==> config.mk <==
export PLATFORM = sky130hd
export DESIGN_NAME = vrf_access
export DESIGN_NICKNAME = d
export VERILOG_FILES = /design/src/rtl/vrf_access_pkg.sv /design/src/rtl/operand_requester.sv /design/src/rtl/result_writeback.sv /design/src/rtl/vrf_access.sv /design/src/rtl/vrf_bank_arbiter.sv
export VERILOG_INCLUDE_DIRS = /design/src /design/src/rtl
export SDC_FILE = /design/constraint.sdc
export NUM_CORES = 1
export LEC_CHECK = 0
export ABC_CLOCK_PERIOD_IN_PS = 14600
export BUFFER_PORTS_ARGS = -buffer_cell sky130_fd_sc_hd__buf_4
export CAP_MARGIN = 25
export CORE_AREA = 2 2 210 212
export DETAILED_ROUTE_END_ITERATION = 8
export DIE_AREA = 0 0 212 214
export PLACE_DENSITY = 0.49
export SKIP_LAST_GASP = 1
export SLEW_MARGIN = 10
export SYNTH_ARGS = -nofsm -noshare
export SYNTH_HDL_FRONTEND = slang
export SYNTH_SLANG_ARGS = --single-unit
==> constraint.sdc <==
create_clock -name clk_i -period 14.6 [get_ports clk_i]
set_input_delay 0.73 -clock clk_i [delete_from_list [all_inputs] [get_ports clk_i]]
set_output_delay 0.73 -clock clk_i [all_outputs]
set_load 0.02 [all_outputs]
==> src/rtl/vrf_access_defs.svh <==
////////////////////////////////////////
// Sizing macros for the VRF operand-access stage
// Included by the package and by every RTL module
////////////////////////////////////////

`ifndef VRF_ACCESS_DEFS_SVH
`define VRF_ACCESS_DEFS_SVH

// VRF organisation
`define VA_NR_BANKS  4
`define VA_BANK_BITS 2
`define VA_ADDR_W    10
`define VA_DATA_W    64

// Requesters and write-back ports
`define VA_NR_RD     2
`define VA_NR_WR     2

// Command length field, in elements
`define VA_LEN_W     9

// Credits per operand queue out of reset
`define VA_OPQ_DEPTH 4

`endif

==> src/rtl/vrf_access_pkg.sv <==
////////////////////////////////////////
// Shared types of the operand-access stage
// Referenced with scoped names, never imported
////////////////////////////////////////

`include "vrf_access_defs.svh"

package vrf_access_pkg;

  typedef logic [`VA_ADDR_W-1:0]                 addr_t;
  typedef logic [`VA_ADDR_W-`VA_BANK_BITS-1:0]   row_t;
  typedef logic [`VA_DATA_W-1:0]                 data_t;
  typedef logic [`VA_DATA_W/8-1:0]               strb_t;
  typedef logic [`VA_LEN_W-1:0]                  len_t;

  // Element width, encoded as log2 of the byte count
  typedef enum logic [1:0] {
    EW8  = 2'd0,
    EW16 = 2'd1,
    EW32 = 2'd2,
    EW64 = 2'd3
  } ew_e;

  typedef struct packed {
    addr_t addr;
    len_t  len;
    ew_e   ew;
  } rd_cmd_t;

  typedef struct packed {
    addr_t addr;
    data_t wdata;
    strb_t be;
  } result_t;

  ////////////////////////////////////////
  // Bank payload, decoded by the wen bit
  ////////////////////////////////////////

  typedef struct packed {
    data_t wdata;
    strb_t be;
  } wr_view_t;

  typedef struct packed {
    logic [`VA_DATA_W+`VA_DATA_W/8-3:0] pad;
    logic [1:0]                         tag;
  } rd_view_t;

  typedef union packed {
    wr_view_t wr;
    rd_view_t rd;
  } bank_payload_u;

  typedef struct packed {
    logic          valid;
    logic          wen;
    row_t          row;
    bank_payload_u payload;
  } bank_req_t;

  typedef struct packed {
    logic  valid;
    addr_t addr;
  } rd_req_t;

endpackage

==> src/rtl/operand_requester.sv <==
////////////////////////////////////////
// Read requester for one operand queue
// Walks a command over consecutive VRF words, one per grant,
// and bids only while the queue has credit left
////////////////////////////////////////

`timescale 1ns/100ps
`include "vrf_access_defs.svh"

module operand_requester (
  input  logic                    clk_i,
  input  logic                    rst_ni,
  // Command from the lane sequencer
  input  vrf_access_pkg::rd_cmd_t cmd_i,
  input  logic                    cmd_valid_i,
  output logic                    cmd_ready_o,
  // Credit return from the operand queue
  input  logic                    credit_i,
  // Bid towards the bank arbiter
  output vrf_access_pkg::rd_req_t req_o,
  input  logic                    gnt_i
);

  localparam int CRED_W = $clog2(`VA_OPQ_DEPTH + 1);

  typedef enum logic {
    IDLE,
    REQUESTING
  } state_e;

  state_e                  state_q, state_d;
  vrf_access_pkg::rd_cmd_t cur_q, cur_d;
  logic [CRED_W-1:0]       credit_q, credit_d;
  vrf_access_pkg::len_t    step;

  // Elements held in one word: 8 at EW8 down to 1 at EW64
  assign step = `VA_LEN_W'(`VA_DATA_W / 8) >> cur_q.ew;

  always_comb begin
    state_d  = state_q;
    cur_d    = cur_q;
    credit_d = credit_q;

    cmd_ready_o = (state_q == IDLE);
    req_o.valid = (state_q == REQUESTING) && (credit_q != '0);
    req_o.addr  = cur_q.addr;

    // A return and a spend in the same cycle cancel out
    if (credit_i) begin
      credit_d = credit_d + 1'b1;
    end
    if (gnt_i) begin
      credit_d = credit_d - 1'b1;
    end

    case (state_q)
      IDLE: begin
        if (cmd_valid_i) begin
          cur_d = cmd_i;
          // Zero length is taken but never requested
          if (cmd_i.len != '0) begin
            state_d = REQUESTING;
          end
        end
      end
      REQUESTING: begin
        if (gnt_i) begin
          cur_d.addr = cur_q.addr + 1'b1;
          if (cur_q.len <= step) begin
            cur_d.len = '0;
            state_d   = IDLE;
          end else begin
            cur_d.len = cur_q.len - step;
          end
        end
      end
      default: state_d = IDLE;
    endcase
  end

  always_ff @(posedge clk_i or negedge rst_ni) begin
    if (!rst_ni) begin
      state_q  <= IDLE;
      credit_q <= CRED_W'(`VA_OPQ_DEPTH);
    end else begin
      state_q  <= state_d;
      credit_q <= credit_d;
    end
  end

  always_ff @(posedge clk_i) begin
    cur_q <= cur_d;
  end

endmodule

==> src/rtl/result_writeback.sv <==
////////////////////////////////////////
// One-entry stream register for a result port
// Holds a result until the bank arbiter grants it
////////////////////////////////////////

`timescale 1ns/100ps
`include "vrf_access_defs.svh"

module result_writeback (
  input  logic                    clk_i,
  input  logic                    rst_ni,
  // Result from the functional unit
  input  vrf_access_pkg::result_t result_i,
  input  logic                    valid_i,
  output logic                    ready_o,
  // Stored result towards the arbiter
  output vrf_access_pkg::result_t result_o,
  output logic                    bid_o,
  input  logic                    gnt_i
);

  logic                    full_q;
  vrf_access_pkg::result_t data_q;

  // Ready passes through, so a granted entry is refilled in the same cycle
  assign ready_o  = !full_q || gnt_i;
  assign bid_o    = full_q;
  assign result_o = data_q;

  always_ff @(posedge clk_i or negedge rst_ni) begin
    if (!rst_ni) begin
      full_q <= 1'b0;
    end else if (valid_i && ready_o) begin
      full_q <= 1'b1;
    end else if (gnt_i) begin
      full_q <= 1'b0;
    end
  end

  always_ff @(posedge clk_i) begin
    if (valid_i && ready_o) begin
      data_q <= result_i;
    end
  end

endmodule

==> src/rtl/vrf_access.sv <==
////////////////////////////////////////
// Operand-access stage of one lane
// Read requesters and write-back registers feed the bank arbiter
////////////////////////////////////////

`timescale 1ns/100ps
`include "vrf_access_defs.svh"

module vrf_access (
  input  logic                                         clk_i,
  input  logic                                         rst_ni,
  // Read commands, one per operand queue
  input  vrf_access_pkg::rd_cmd_t   [`VA_NR_RD-1:0]    cmd_i,
  input  logic                      [`VA_NR_RD-1:0]    cmd_valid_i,
  output logic                      [`VA_NR_RD-1:0]    cmd_ready_o,
  input  logic                      [`VA_NR_RD-1:0]    credit_i,
  // Results to write back
  input  vrf_access_pkg::result_t   [`VA_NR_WR-1:0]    result_i,
  input  logic                      [`VA_NR_WR-1:0]    result_valid_i,
  output logic                      [`VA_NR_WR-1:0]    result_ready_o,
  // Bank requests to the VRF
  output vrf_access_pkg::bank_req_t [`VA_NR_BANKS-1:0] vrf_o
);

  vrf_access_pkg::rd_req_t [`VA_NR_RD-1:0] rd_req;
  logic                    [`VA_NR_RD-1:0] rd_gnt;
  vrf_access_pkg::result_t [`VA_NR_WR-1:0] wr_result;
  logic                    [`VA_NR_WR-1:0] wr_bid;
  logic                    [`VA_NR_WR-1:0] wr_gnt;

  for (genvar r = 0; r < `VA_NR_RD; r++) begin : gen_rd
    operand_requester i_operand_requester (
      .clk_i      (clk_i),
      .rst_ni     (rst_ni),
      .cmd_i      (cmd_i[r]),
      .cmd_valid_i(cmd_valid_i[r]),
      .cmd_ready_o(cmd_ready_o[r]),
      .credit_i   (credit_i[r]),
      .req_o      (rd_req[r]),
      .gnt_i      (rd_gnt[r])
    );
  end

  for (genvar w = 0; w < `VA_NR_WR; w++) begin : gen_wr
    result_writeback i_result_writeback (
      .clk_i   (clk_i),
      .rst_ni  (rst_ni),
      .result_i(result_i[w]),
      .valid_i (result_valid_i[w]),
      .ready_o (result_ready_o[w]),
      .result_o(wr_result[w]),
      .bid_o   (wr_bid[w]),
      .gnt_i   (wr_gnt[w])
    );
  end

  vrf_bank_arbiter i_vrf_bank_arbiter (
    .clk_i      (clk_i),
    .rst_ni     (rst_ni),
    .rd_req_i   (rd_req),
    .rd_gnt_o   (rd_gnt),
    .wr_result_i(wr_result),
    .wr_bid_i   (wr_bid),
    .wr_gnt_o   (wr_gnt),
    .vrf_o      (vrf_o)
  );

endmodule

==> src/rtl/vrf_bank_arbiter.sv <==
////////////////////////////////////////
// Per-bank VRF arbiter
// Writes win over reads; round-robin inside each class.
// Combinational grant, VRF takes every request at once
////////////////////////////////////////

`timescale 1ns/100ps
`include "vrf_access_defs.svh"

module vrf_bank_arbiter (
  input  logic                                         clk_i,
  input  logic                                         rst_ni,
  input  vrf_access_pkg::rd_req_t   [`VA_NR_RD-1:0]    rd_req_i,
  output logic                      [`VA_NR_RD-1:0]    rd_gnt_o,
  input  vrf_access_pkg::result_t   [`VA_NR_WR-1:0]    wr_result_i,
  input  logic                      [`VA_NR_WR-1:0]    wr_bid_i,
  output logic                      [`VA_NR_WR-1:0]    wr_gnt_o,
  output vrf_access_pkg::bank_req_t [`VA_NR_BANKS-1:0] vrf_o
);

  localparam int MAX_N    = (`VA_NR_RD > `VA_NR_WR) ? `VA_NR_RD : `VA_NR_WR;
  localparam int RD_PTR_W = (`VA_NR_RD > 1) ? $clog2(`VA_NR_RD) : 1;
  localparam int WR_PTR_W = (`VA_NR_WR > 1) ? $clog2(`VA_NR_WR) : 1;

  logic [`VA_NR_BANKS-1:0][RD_PTR_W-1:0] rd_ptr_q, rd_ptr_d;
  logic [`VA_NR_BANKS-1:0][WR_PTR_W-1:0] wr_ptr_q, wr_ptr_d;

  // First request at or after ptr in circular order, -1 if none
  function automatic int rr_pick(input logic [MAX_N-1:0] req, input int ptr, input int n);
    int idx;
    int win;
    win = -1;
    for (int i = MAX_N - 1; i >= 0; i--) begin
      idx = ptr + i;
      if (idx >= n) begin
        idx = idx - n;
      end
      if (i < n && req[idx]) begin
        win = idx;
      end
    end
    return win;
  endfunction

  always_comb begin
    logic [MAX_N-1:0] wr_hit;
    logic [MAX_N-1:0] rd_hit;
    int               wr_win;
    int               rd_win;

    rd_gnt_o = '0;
    wr_gnt_o = '0;
    rd_ptr_d = rd_ptr_q;
    wr_ptr_d = wr_ptr_q;

    for (int b = 0; b < `VA_NR_BANKS; b++) begin
      wr_hit = '0;
      rd_hit = '0;
      for (int w = 0; w < `VA_NR_WR; w++) begin
        wr_hit[w] = wr_bid_i[w] &&
                    (wr_result_i[w].addr[`VA_BANK_BITS-1:0] == `VA_BANK_BITS'(b));
      end
      for (int r = 0; r < `VA_NR_RD; r++) begin
        rd_hit[r] = rd_req_i[r].valid &&
                    (rd_req_i[r].addr[`VA_BANK_BITS-1:0] == `VA_BANK_BITS'(b));
      end

      wr_win   = rr_pick(wr_hit, int'(wr_ptr_q[b]), `VA_NR_WR);
      rd_win   = rr_pick(rd_hit, int'(rd_ptr_q[b]), `VA_NR_RD);
      vrf_o[b] = '0;

      // Any write for this bank masks every read
      if (wr_win >= 0) begin
        wr_gnt_o[wr_win]          = 1'b1;
        wr_ptr_d[b]               = WR_PTR_W'((wr_win + 1) % `VA_NR_WR);
        vrf_o[b].valid            = 1'b1;
        vrf_o[b].wen              = 1'b1;
        vrf_o[b].row              = wr_result_i[wr_win].addr[`VA_ADDR_W-1:`VA_BANK_BITS];
        vrf_o[b].payload.wr.wdata = wr_result_i[wr_win].wdata;
        vrf_o[b].payload.wr.be    = wr_result_i[wr_win].be;
      end else if (rd_win >= 0) begin
        rd_gnt_o[rd_win]        = 1'b1;
        rd_ptr_d[b]             = RD_PTR_W'((rd_win + 1) % `VA_NR_RD);
        vrf_o[b].valid          = 1'b1;
        vrf_o[b].row            = rd_req_i[rd_win].addr[`VA_ADDR_W-1:`VA_BANK_BITS];
        // Tag names the operand queue the data returns to
        vrf_o[b].payload.rd.tag = 2'(rd_win);
      end
    end
  end

  always_ff @(posedge clk_i or negedge rst_ni) begin
    if (!rst_ni) begin
      rd_ptr_q <= '0;
      wr_ptr_q <= '0;
    end else begin
      rd_ptr_q <= rd_ptr_d;
      wr_ptr_q <= wr_ptr_d;
    end
  end

endmodule

==> summary.txt, run 1 <==
Clock network
  • Clock latency on the worst-skew pair: 560 ps
  • Post_cts resized: 0
  • Cts hold-fix bufs: 0
  • Total CTS buffers: 28
  • Clk pin slew, worst setup/hold paths: 60 ps
  • H-tree levels: 1
  • Setup Fix Bufs, Post-CTS: 0
  • Clk buf depth: 3
  • Clk sinks: 224
  • TritonCTS clock tree: built
  • Root Buffer: clkbuf_16

Yosys
  • Syn. warnings: 0
  • Post-synth EDFFs: 206
  • Main flop type after synthesis: edfxtp_1
  • Avg Cell Area, Syn: 11.6 um^2
  • Post-synth top area cell: edfxtp_1
  • Post-synth ARST share: 8.04%
  • Cell with the most instances after synthesis: a22o_1
  • Most common library cells after synthesis: a22o_1 (271), edfxtp_1 (206), nand2_1 (129)
  • Mapped Nets: 1300
  • Yosys reg bits: 224
  • Seq/Total Area, Yosys: 54.0%
  • Mapped cell area: 0.0123 mm^2
  • Mapped Cells: 1062
  • Unique masters post-synth: 51
  • Share of the synthesized area in the top cell type: 50.3%
  • Synth top area cells: edfxtp_1 (50%), a22o_1 (19%), nand2_1 (3.9%), dfrtp_1 (3.3%), clkbuf_1 (2.3%)

Detailed routing
  • Met2 Wirelength: 29000 um
  • DRC Markers: 0
  • Drt first pass iters: 8
  • Max layer used: met5
  • DRT Wirelength: 58700 um
  • Wirelength per Cell: 27.0 um
  • Via density: 5.45
  • Antenna Violating Nets Remaining: 0
  • Routed vias: 11800
  • Met1 WL: 21900 um
  • Detail Route met3 WL: 5800 um
  • Initial DRC Count: 987

Status
  • Run status: complete, no violations

Finish
  • Design area: 0.0180 mm^2
  • # nets final: 1805
  • Share of layout cells above drive strength 1: 39.4%
  • Layout Utilization: 41.9%
  • Synth-to-layout area growth: 46.2%

Worst setup path
  • Worst-path fanout max: 56
  • Arrival time at the worst endpoint: 3340 ps
  • WP buf/inv: 2
  • R2R setup slack: 10840 ps
  • CP Class: reg -> out
  • Reg-to-Reg Start: gen_wr[1].i_result_writeback.result_o[72]
  • CP Depth: 7
  • Slowest cell on the critical path: buf_4
  • Required time of the critical path: 13870 ps
  • Worst Setup SP: gen_wr[0].i_result_writeback.result_o[73]
  • RR Endpoint: gen_wr[1].i_result_writeback.result_o[39]
  • Critical Path Max Stage Delay: 740 ps
  • Worst Reg-to-Reg Cells: 6
  • Worst path cell trace: nand3_1 > nor2_1 > nor2_4 > buf_4 > a22oi_1 > o311ai_0 > buf_4
  • CP startpoint kind: register
  • Capture point of the worst path: vrf_o[324]
  • Crit-path most repeated cell: buf_4
  • Crit. End Element: output port
  • Crit-path leading delay family: buffers and inverters

Timing
  • Final hold vios: 0
  • RSZ-0062 raised after global routing: false
  • Min cycle time layout: 4070 ps
  • Slew @ Worst Pin: 1100 ps
  • Max-slew violations: 0
  • Slew headroom: 26.3%
  • Crit share post-route: 27.9%
  • Setup TNS: 0 ps
  • Fin worst setup slack: 10530 ps
  • F_max: 246 MHz
  • Final setup fails: 0
  • Clock skew: 22.6 ps

GRT
  • First-pass GRT wire length: 82700 um
  • Initial antenna violation count: 4
  • Vias in the first global route: 11600
  • Largest net degree at the start of global routing: 81
  • Remaining Overflow, GRT: 0
  • Gr usage total: 24.7%

Placement
  • Post-DP HPWL: 42600 um
  • Cell Area, Placed: 0.0170 mm^2
  • PortBufs: 545
  • GP Congestion: 0.897
  • Place WS: 10810 ps

Die
  • Ports: 546
  • Chip height: 214 um
  • Die area: 0.0454 mm^2
  • Placement Rows: 76
  • Die X: 212 um
  • Starting Density: 28.7%
  • Core ar.: 0.0429 mm^2

Power
  • P_leak: 7.67 nW
  • Power Total: 3.35 mW
  • Worst vdd ir: 106 uV
  • PD cells: 187 mW/mm^2

Hold path
  • HP Class: in -> async

Flow run
  • Max-cap violation count: 0
metrics by stage:
step | hold slack, ps | cells
2_1_floorplan | 434 | 1062
3_3_place_gp | 497 | 2118
3_5_place_dp | 498 | 2119
4_1_cts | 43.9 | 2167
5_1_grt | 49.7 | 2171
6_report | 59.8 | 2173
worst min path at each step:
| stage | startpoint | to | slack [ps] | cells after the start |
|---|---|---|---|---|
| 6_report | rst_ni | i_vrf_bank_arbiter.wr_ptr_q[3] | 60 | 1 |
| 5_1_grt | rst_ni | gen_rd[1].i_operand_requester.credit_q[0] | 50 | 1 |
| 3_5_place_dp | i_vrf_bank_arbiter.wr_ptr_q[1] | i_vrf_bank_arbiter.wr_ptr_q[1] | 500 | 1 |
| 2_1_floorplan | rst_ni | gen_rd[0].i_operand_requester.credit_q[0] | 430 | 0 |
| 4_1_cts | rst_ni | gen_rd[1].i_operand_requester.state_q | 40 | 1 |
| 3_3_place_gp | i_vrf_bank_arbiter.wr_ptr_q[1] | i_vrf_bank_arbiter.wr_ptr_q[1] | 500 | 1 |
final cells by class:
cell class	instances	area, um^2
diodes	3	7.51
clock buffers	34	754
clock inverters	14	168
fillers	4159	24900
inverters	26	97.6
multi-input cells	724	5290
flip-flops and latches	224	6640
well taps	585	732
repair buffers	563	4280
placed cells by master (no fill, tap or decap), drive strengths merged, types with 17 or more instances in the layout:
cell type / n
edfxtp: 206
o21ai: 56
a22oi: 17
clkbuf: 34
ha: 22
a22o: 271
inv: 26
nor2: 30
nand3: 25
nand2: 129
xnor2: 20
a222oi: 20
a21oi: 24
buf: 563
routing by layer:
metal  global-route usage (%)  up-vias
met1                     29.8     5893
li1                         -     5208
met4                     7.44        2
met3                     7.39       95
met5                        0        -
met2                     42.2      645
state kept, by name (all words and copies together) (netlist names):
register and flops:
gen_rd.i_operand_requester.state_q 2, gen_rd.i_operand_requester.credit_q 6, i_vrf_bank_arbiter.wr_ptr_q 4, i_vrf_bank_arbiter.rd_ptr_q 4, gen_rd.i_operand_requester.cur_q 22, gen_wr.i_result_writeback.bid_o 2
gen_rd.i_operand_requester.req_o 20, gen_wr.i_result_writeback.result_o 164
power breakdown:
part | leakage [nW] | switching (mW) | internal, mW
combinational | 5.06 | 0.929 | 0.598
clock | 0.443 | 0.282 | 0.433
sequential | 2.17 | 0.180 | 0.930
cell families after synthesis:
group / synth area share (%)
flops: 54.0
compound gates: 27.3
simple gates: 9.00
xor+xnor: 2.57
fa+ha+maj: 2.57
buf+inv: 3.66
mux: 0.896
No activity file was read; power rests on OpenSTA's default activity.
==> inputs of run 2 (changes only) <==
--- a/config.mk
+++ b/config.mk
@@ -6,12 +6,12 @@
 export SDC_FILE = /design/constraint.sdc
 export NUM_CORES = 1
 export LEC_CHECK = 0
-export ABC_CLOCK_PERIOD_IN_PS = 14600
+export ABC_CLOCK_PERIOD_IN_PS = 3700
 export BUFFER_PORTS_ARGS = -buffer_cell sky130_fd_sc_hd__buf_4
 export CAP_MARGIN = 25
-export CORE_AREA = 2 2 210 212
+export CORE_AREA = 2 2 215 217
 export DETAILED_ROUTE_END_ITERATION = 8
-export DIE_AREA = 0 0 212 214
+export DIE_AREA = 0 0 217 219
 export PLACE_DENSITY = 0.49
 export SKIP_LAST_GASP = 1
 export SLEW_MARGIN = 10
==> constraint.sdc (replaced) <==
create_clock -name clk_i -period 3.7 [get_ports clk_i]
set_input_delay 0.185 -clock clk_i [delete_from_list [all_inputs] [get_ports clk_i]]
set_output_delay 0.185 -clock clk_i [all_outputs]
set_load 0.02 [all_outputs]
==> summary.txt, run 2 (same netlist as run 1, synthesis figures left out) <==
Status
  • Run status: complete, no violations

Clock network
  • H-tree levels: 1 (unchanged)
  • Setup Fix Bufs, Post-CTS: 0 (unchanged)
  • Clk pin slew, worst setup/hold paths: 60 ps (about the same)
  • Clk sinks: 224 (unchanged)
  • Clk buf depth: 3 (unchanged)
  • Root Buffer: clkbuf_16
  • TritonCTS clock tree: built
  • Clock latency on the worst-skew pair: 580 ps (+20 ps)
  • Total CTS buffers: 30 (+7.1%)

Finish
  • Share of layout cells above drive strength 1: 35.0% (-4.4 points)
  • # nets final: 2026 (+12%)
  • Layout Utilization: 44.6% (+2.7 points)
  • Most common cell after layout, fill and taps aside: buf_4
  • Flip-flop count of the largest register after layout: 164 (unchanged)
  • Synth-to-layout area growth: 63.7%
  • Most frequent cells in the layout: buf_4 (566), a22o_1 (271), dlygate4sd3_1 (213), edfxtp_1 (206), nand2_1 (129)

Worst setup path
  • Crit. End Element: output port
  • R2R setup slack: 690 ps (-10150 ps)
  • CP startpoint kind: register
  • Crit-path most repeated cell: buf_4
  • Worst Setup SP: gen_wr[1].i_result_writeback.result_o[72]
  • Required time of the critical path: 3510 ps (-10360 ps)
  • CP Depth: 7 (unchanged)
  • CP Class: reg -> out
  • Worst-path fanout max: 45 (-20%)
  • WP buf/inv: 3 (+1)
  • Critical Path Max Stage Delay: 560 ps (-180 ps)
  • Reg-to-Reg Start: gen_wr[1].i_result_writeback.result_o[73]
  • Crit-path leading delay family: buffers and inverters
  • Arrival time at the worst endpoint: 3200 ps (-140 ps)
  • Slowest cell on the critical path: buf_4
  • Worst path cell trace: nand3b_1 > nor2_1 > nor2_4 > buf_4 > buf_4 > a22o_1 > buf_4
  • Worst Reg-to-Reg Cells: 7 (+1)
  • Capture point of the worst path: vrf_o[127]
  • RR Endpoint: gen_rd[0].i_operand_requester.cur_q[4]

Timing
  • Slew headroom: 32.8% (+6.4 points)
  • Slew @ Worst Pin: 1010 ps (-96.4 ps)
  • Clock skew: 27.4 ps (+4.81 ps)
  • Crit share post-route: 91.5%
  • Final hold vios: 0 (unchanged)
  • RSZ-0062 raised after global routing: false
  • Max-slew violations: 0 (unchanged)
  • Final setup fails: 0 (unchanged)
  • F_max: 295 MHz
  • Setup TNS: 0 ps (unchanged)
  • Min cycle time layout: 3390 ps

Detailed routing
  • Antenna Violating Nets Remaining: 0 (unchanged)
  • DRT Wirelength: 58700 um (about the same)
  • Drt first pass iters: 9 (+1)
  • Wirelength per Cell: 24.4 um (-9.7%)
  • DRC Markers: 0 (unchanged)
  • Via density: 5.25 (-3.7%)
  • Initial DRC Count: 931 (-5.7%)
  • Routed vias: 12600 (+6.7%)

Placement
  • PortBufs: 545 (unchanged)
  • Post-DP HPWL: 42000 um (-1.5%)
  • GP Congestion: 0.847 (-5.6%)

Die
  • Core ar.: 0.0451 mm^2 (+5.1%)
  • Starting Density: 27.3% (-1.4 points)
  • Ports: 546 (unchanged)
  • Chip height: 219 um (+2.3%)
  • Die X: 217 um (+2.4%)
  • Die area: 0.0475 mm^2 (+4.8%)
  • Placement Rows: 78 (+2.6%)

GRT
  • Vias in the first global route: 13000 (+13%)
  • Remaining Overflow, GRT: 0 (unchanged)
  • Largest net degree at the start of global routing: 71 (-12%)
  • Gr usage total: 23.5% (-1.2 points)
  • First-pass GRT wire length: 84300 um (+2.0%)
  • Initial antenna violation count: 4 (unchanged)

Power
  • P_leak: 8.57 nW (+12%)
  • PD cells: 660 mW/mm^2 (+250%)
  • Worst vdd ir: 398 uV (+270%)

Hold path
  • HP Class: in -> async

Flow run
  • Max-cap violation count: 0 (unchanged)
-- run 2: cell count changes in the layout (fill, tap and decap cells not counted), moves of 2 or more --
| cell | delta |
|---|---|
| buf_4 | +7 |
| dlygate4sd3_1 | +213 |
| bufinv_16 | -3 |
| clkbuf_1 | +5 |
| clkinv_1 | -4 |
| buf_12 | -2 |
-- run 2: where the power goes --
part / leakage (nW) / switching, mW / internal [mW]
Sequential: 2.17 / 0.682 / 3.67
Clock: 0.421 / 1.11 / 1.55
Combinational: 5.98 / 3.73 / 2.54
-- run 2: worst min path at each step --
stage                                           endpoint  slack, ps    from
2_1_floorplan  gen_rd[0].i_operand_requester.credit_q[0]       -110  rst_ni
3_5_place_dp   gen_rd[1].i_operand_requester.credit_q[0]         80  rst_ni
4_1_cts        gen_rd[1].i_operand_requester.credit_q[0]         60  rst_ni
3_3_place_gp       gen_rd[1].i_operand_requester.state_q         90  rst_ni
6_report       gen_rd[1].i_operand_requester.credit_q[1]         90  rst_ni
5_1_grt                   i_vrf_bank_arbiter.rd_ptr_q[0]        100  rst_ni
-- run 2: routing by layer --
layer	GRT usage (%)	wire length [um]	vias to the layer above
met5	0	43	-
met4	9.36	2550	6
met3	6.42	4940	115
met2	41.0	29000	620
met1	27.3	22200	6235
li1	-	-	5659
-- run 2: layout make-up --
type,instances,area [um^2]
flip-flops and latches,224,6640
repair buffers,782,6460
fillers,4275,25000
well taps,600,751
multi-input cells,724,5290
inverters,26,97.6
diodes,2,5.00
clock inverters,11,100
clock buffers,39,785
-- run 2: per-stage QoR --
stage          hold WS, ps  total power, mW  setup WS, ps  instance area (um^2)  cells
2_1_floorplan         -111             7.72           848                 12300   1062
3_3_place_gp          85.6             10.4           774                 17000   2141
3_5_place_dp          83.3             10.5           634                 17100   2143
4_1_cts               60.8             13.4           272                 20100   2406
5_1_grt               99.9             14.0           183                 20100   2407
6_report              88.0             13.3           315                 20100   2408
-- run 2: repair_timing --
| action | CTS | global route |
|---|---|---|
| gates resized for setup | 0 | 0 |
| endpoints found under the hold margin | 231 | 0 |
| hold buffers | 213 | 0 |
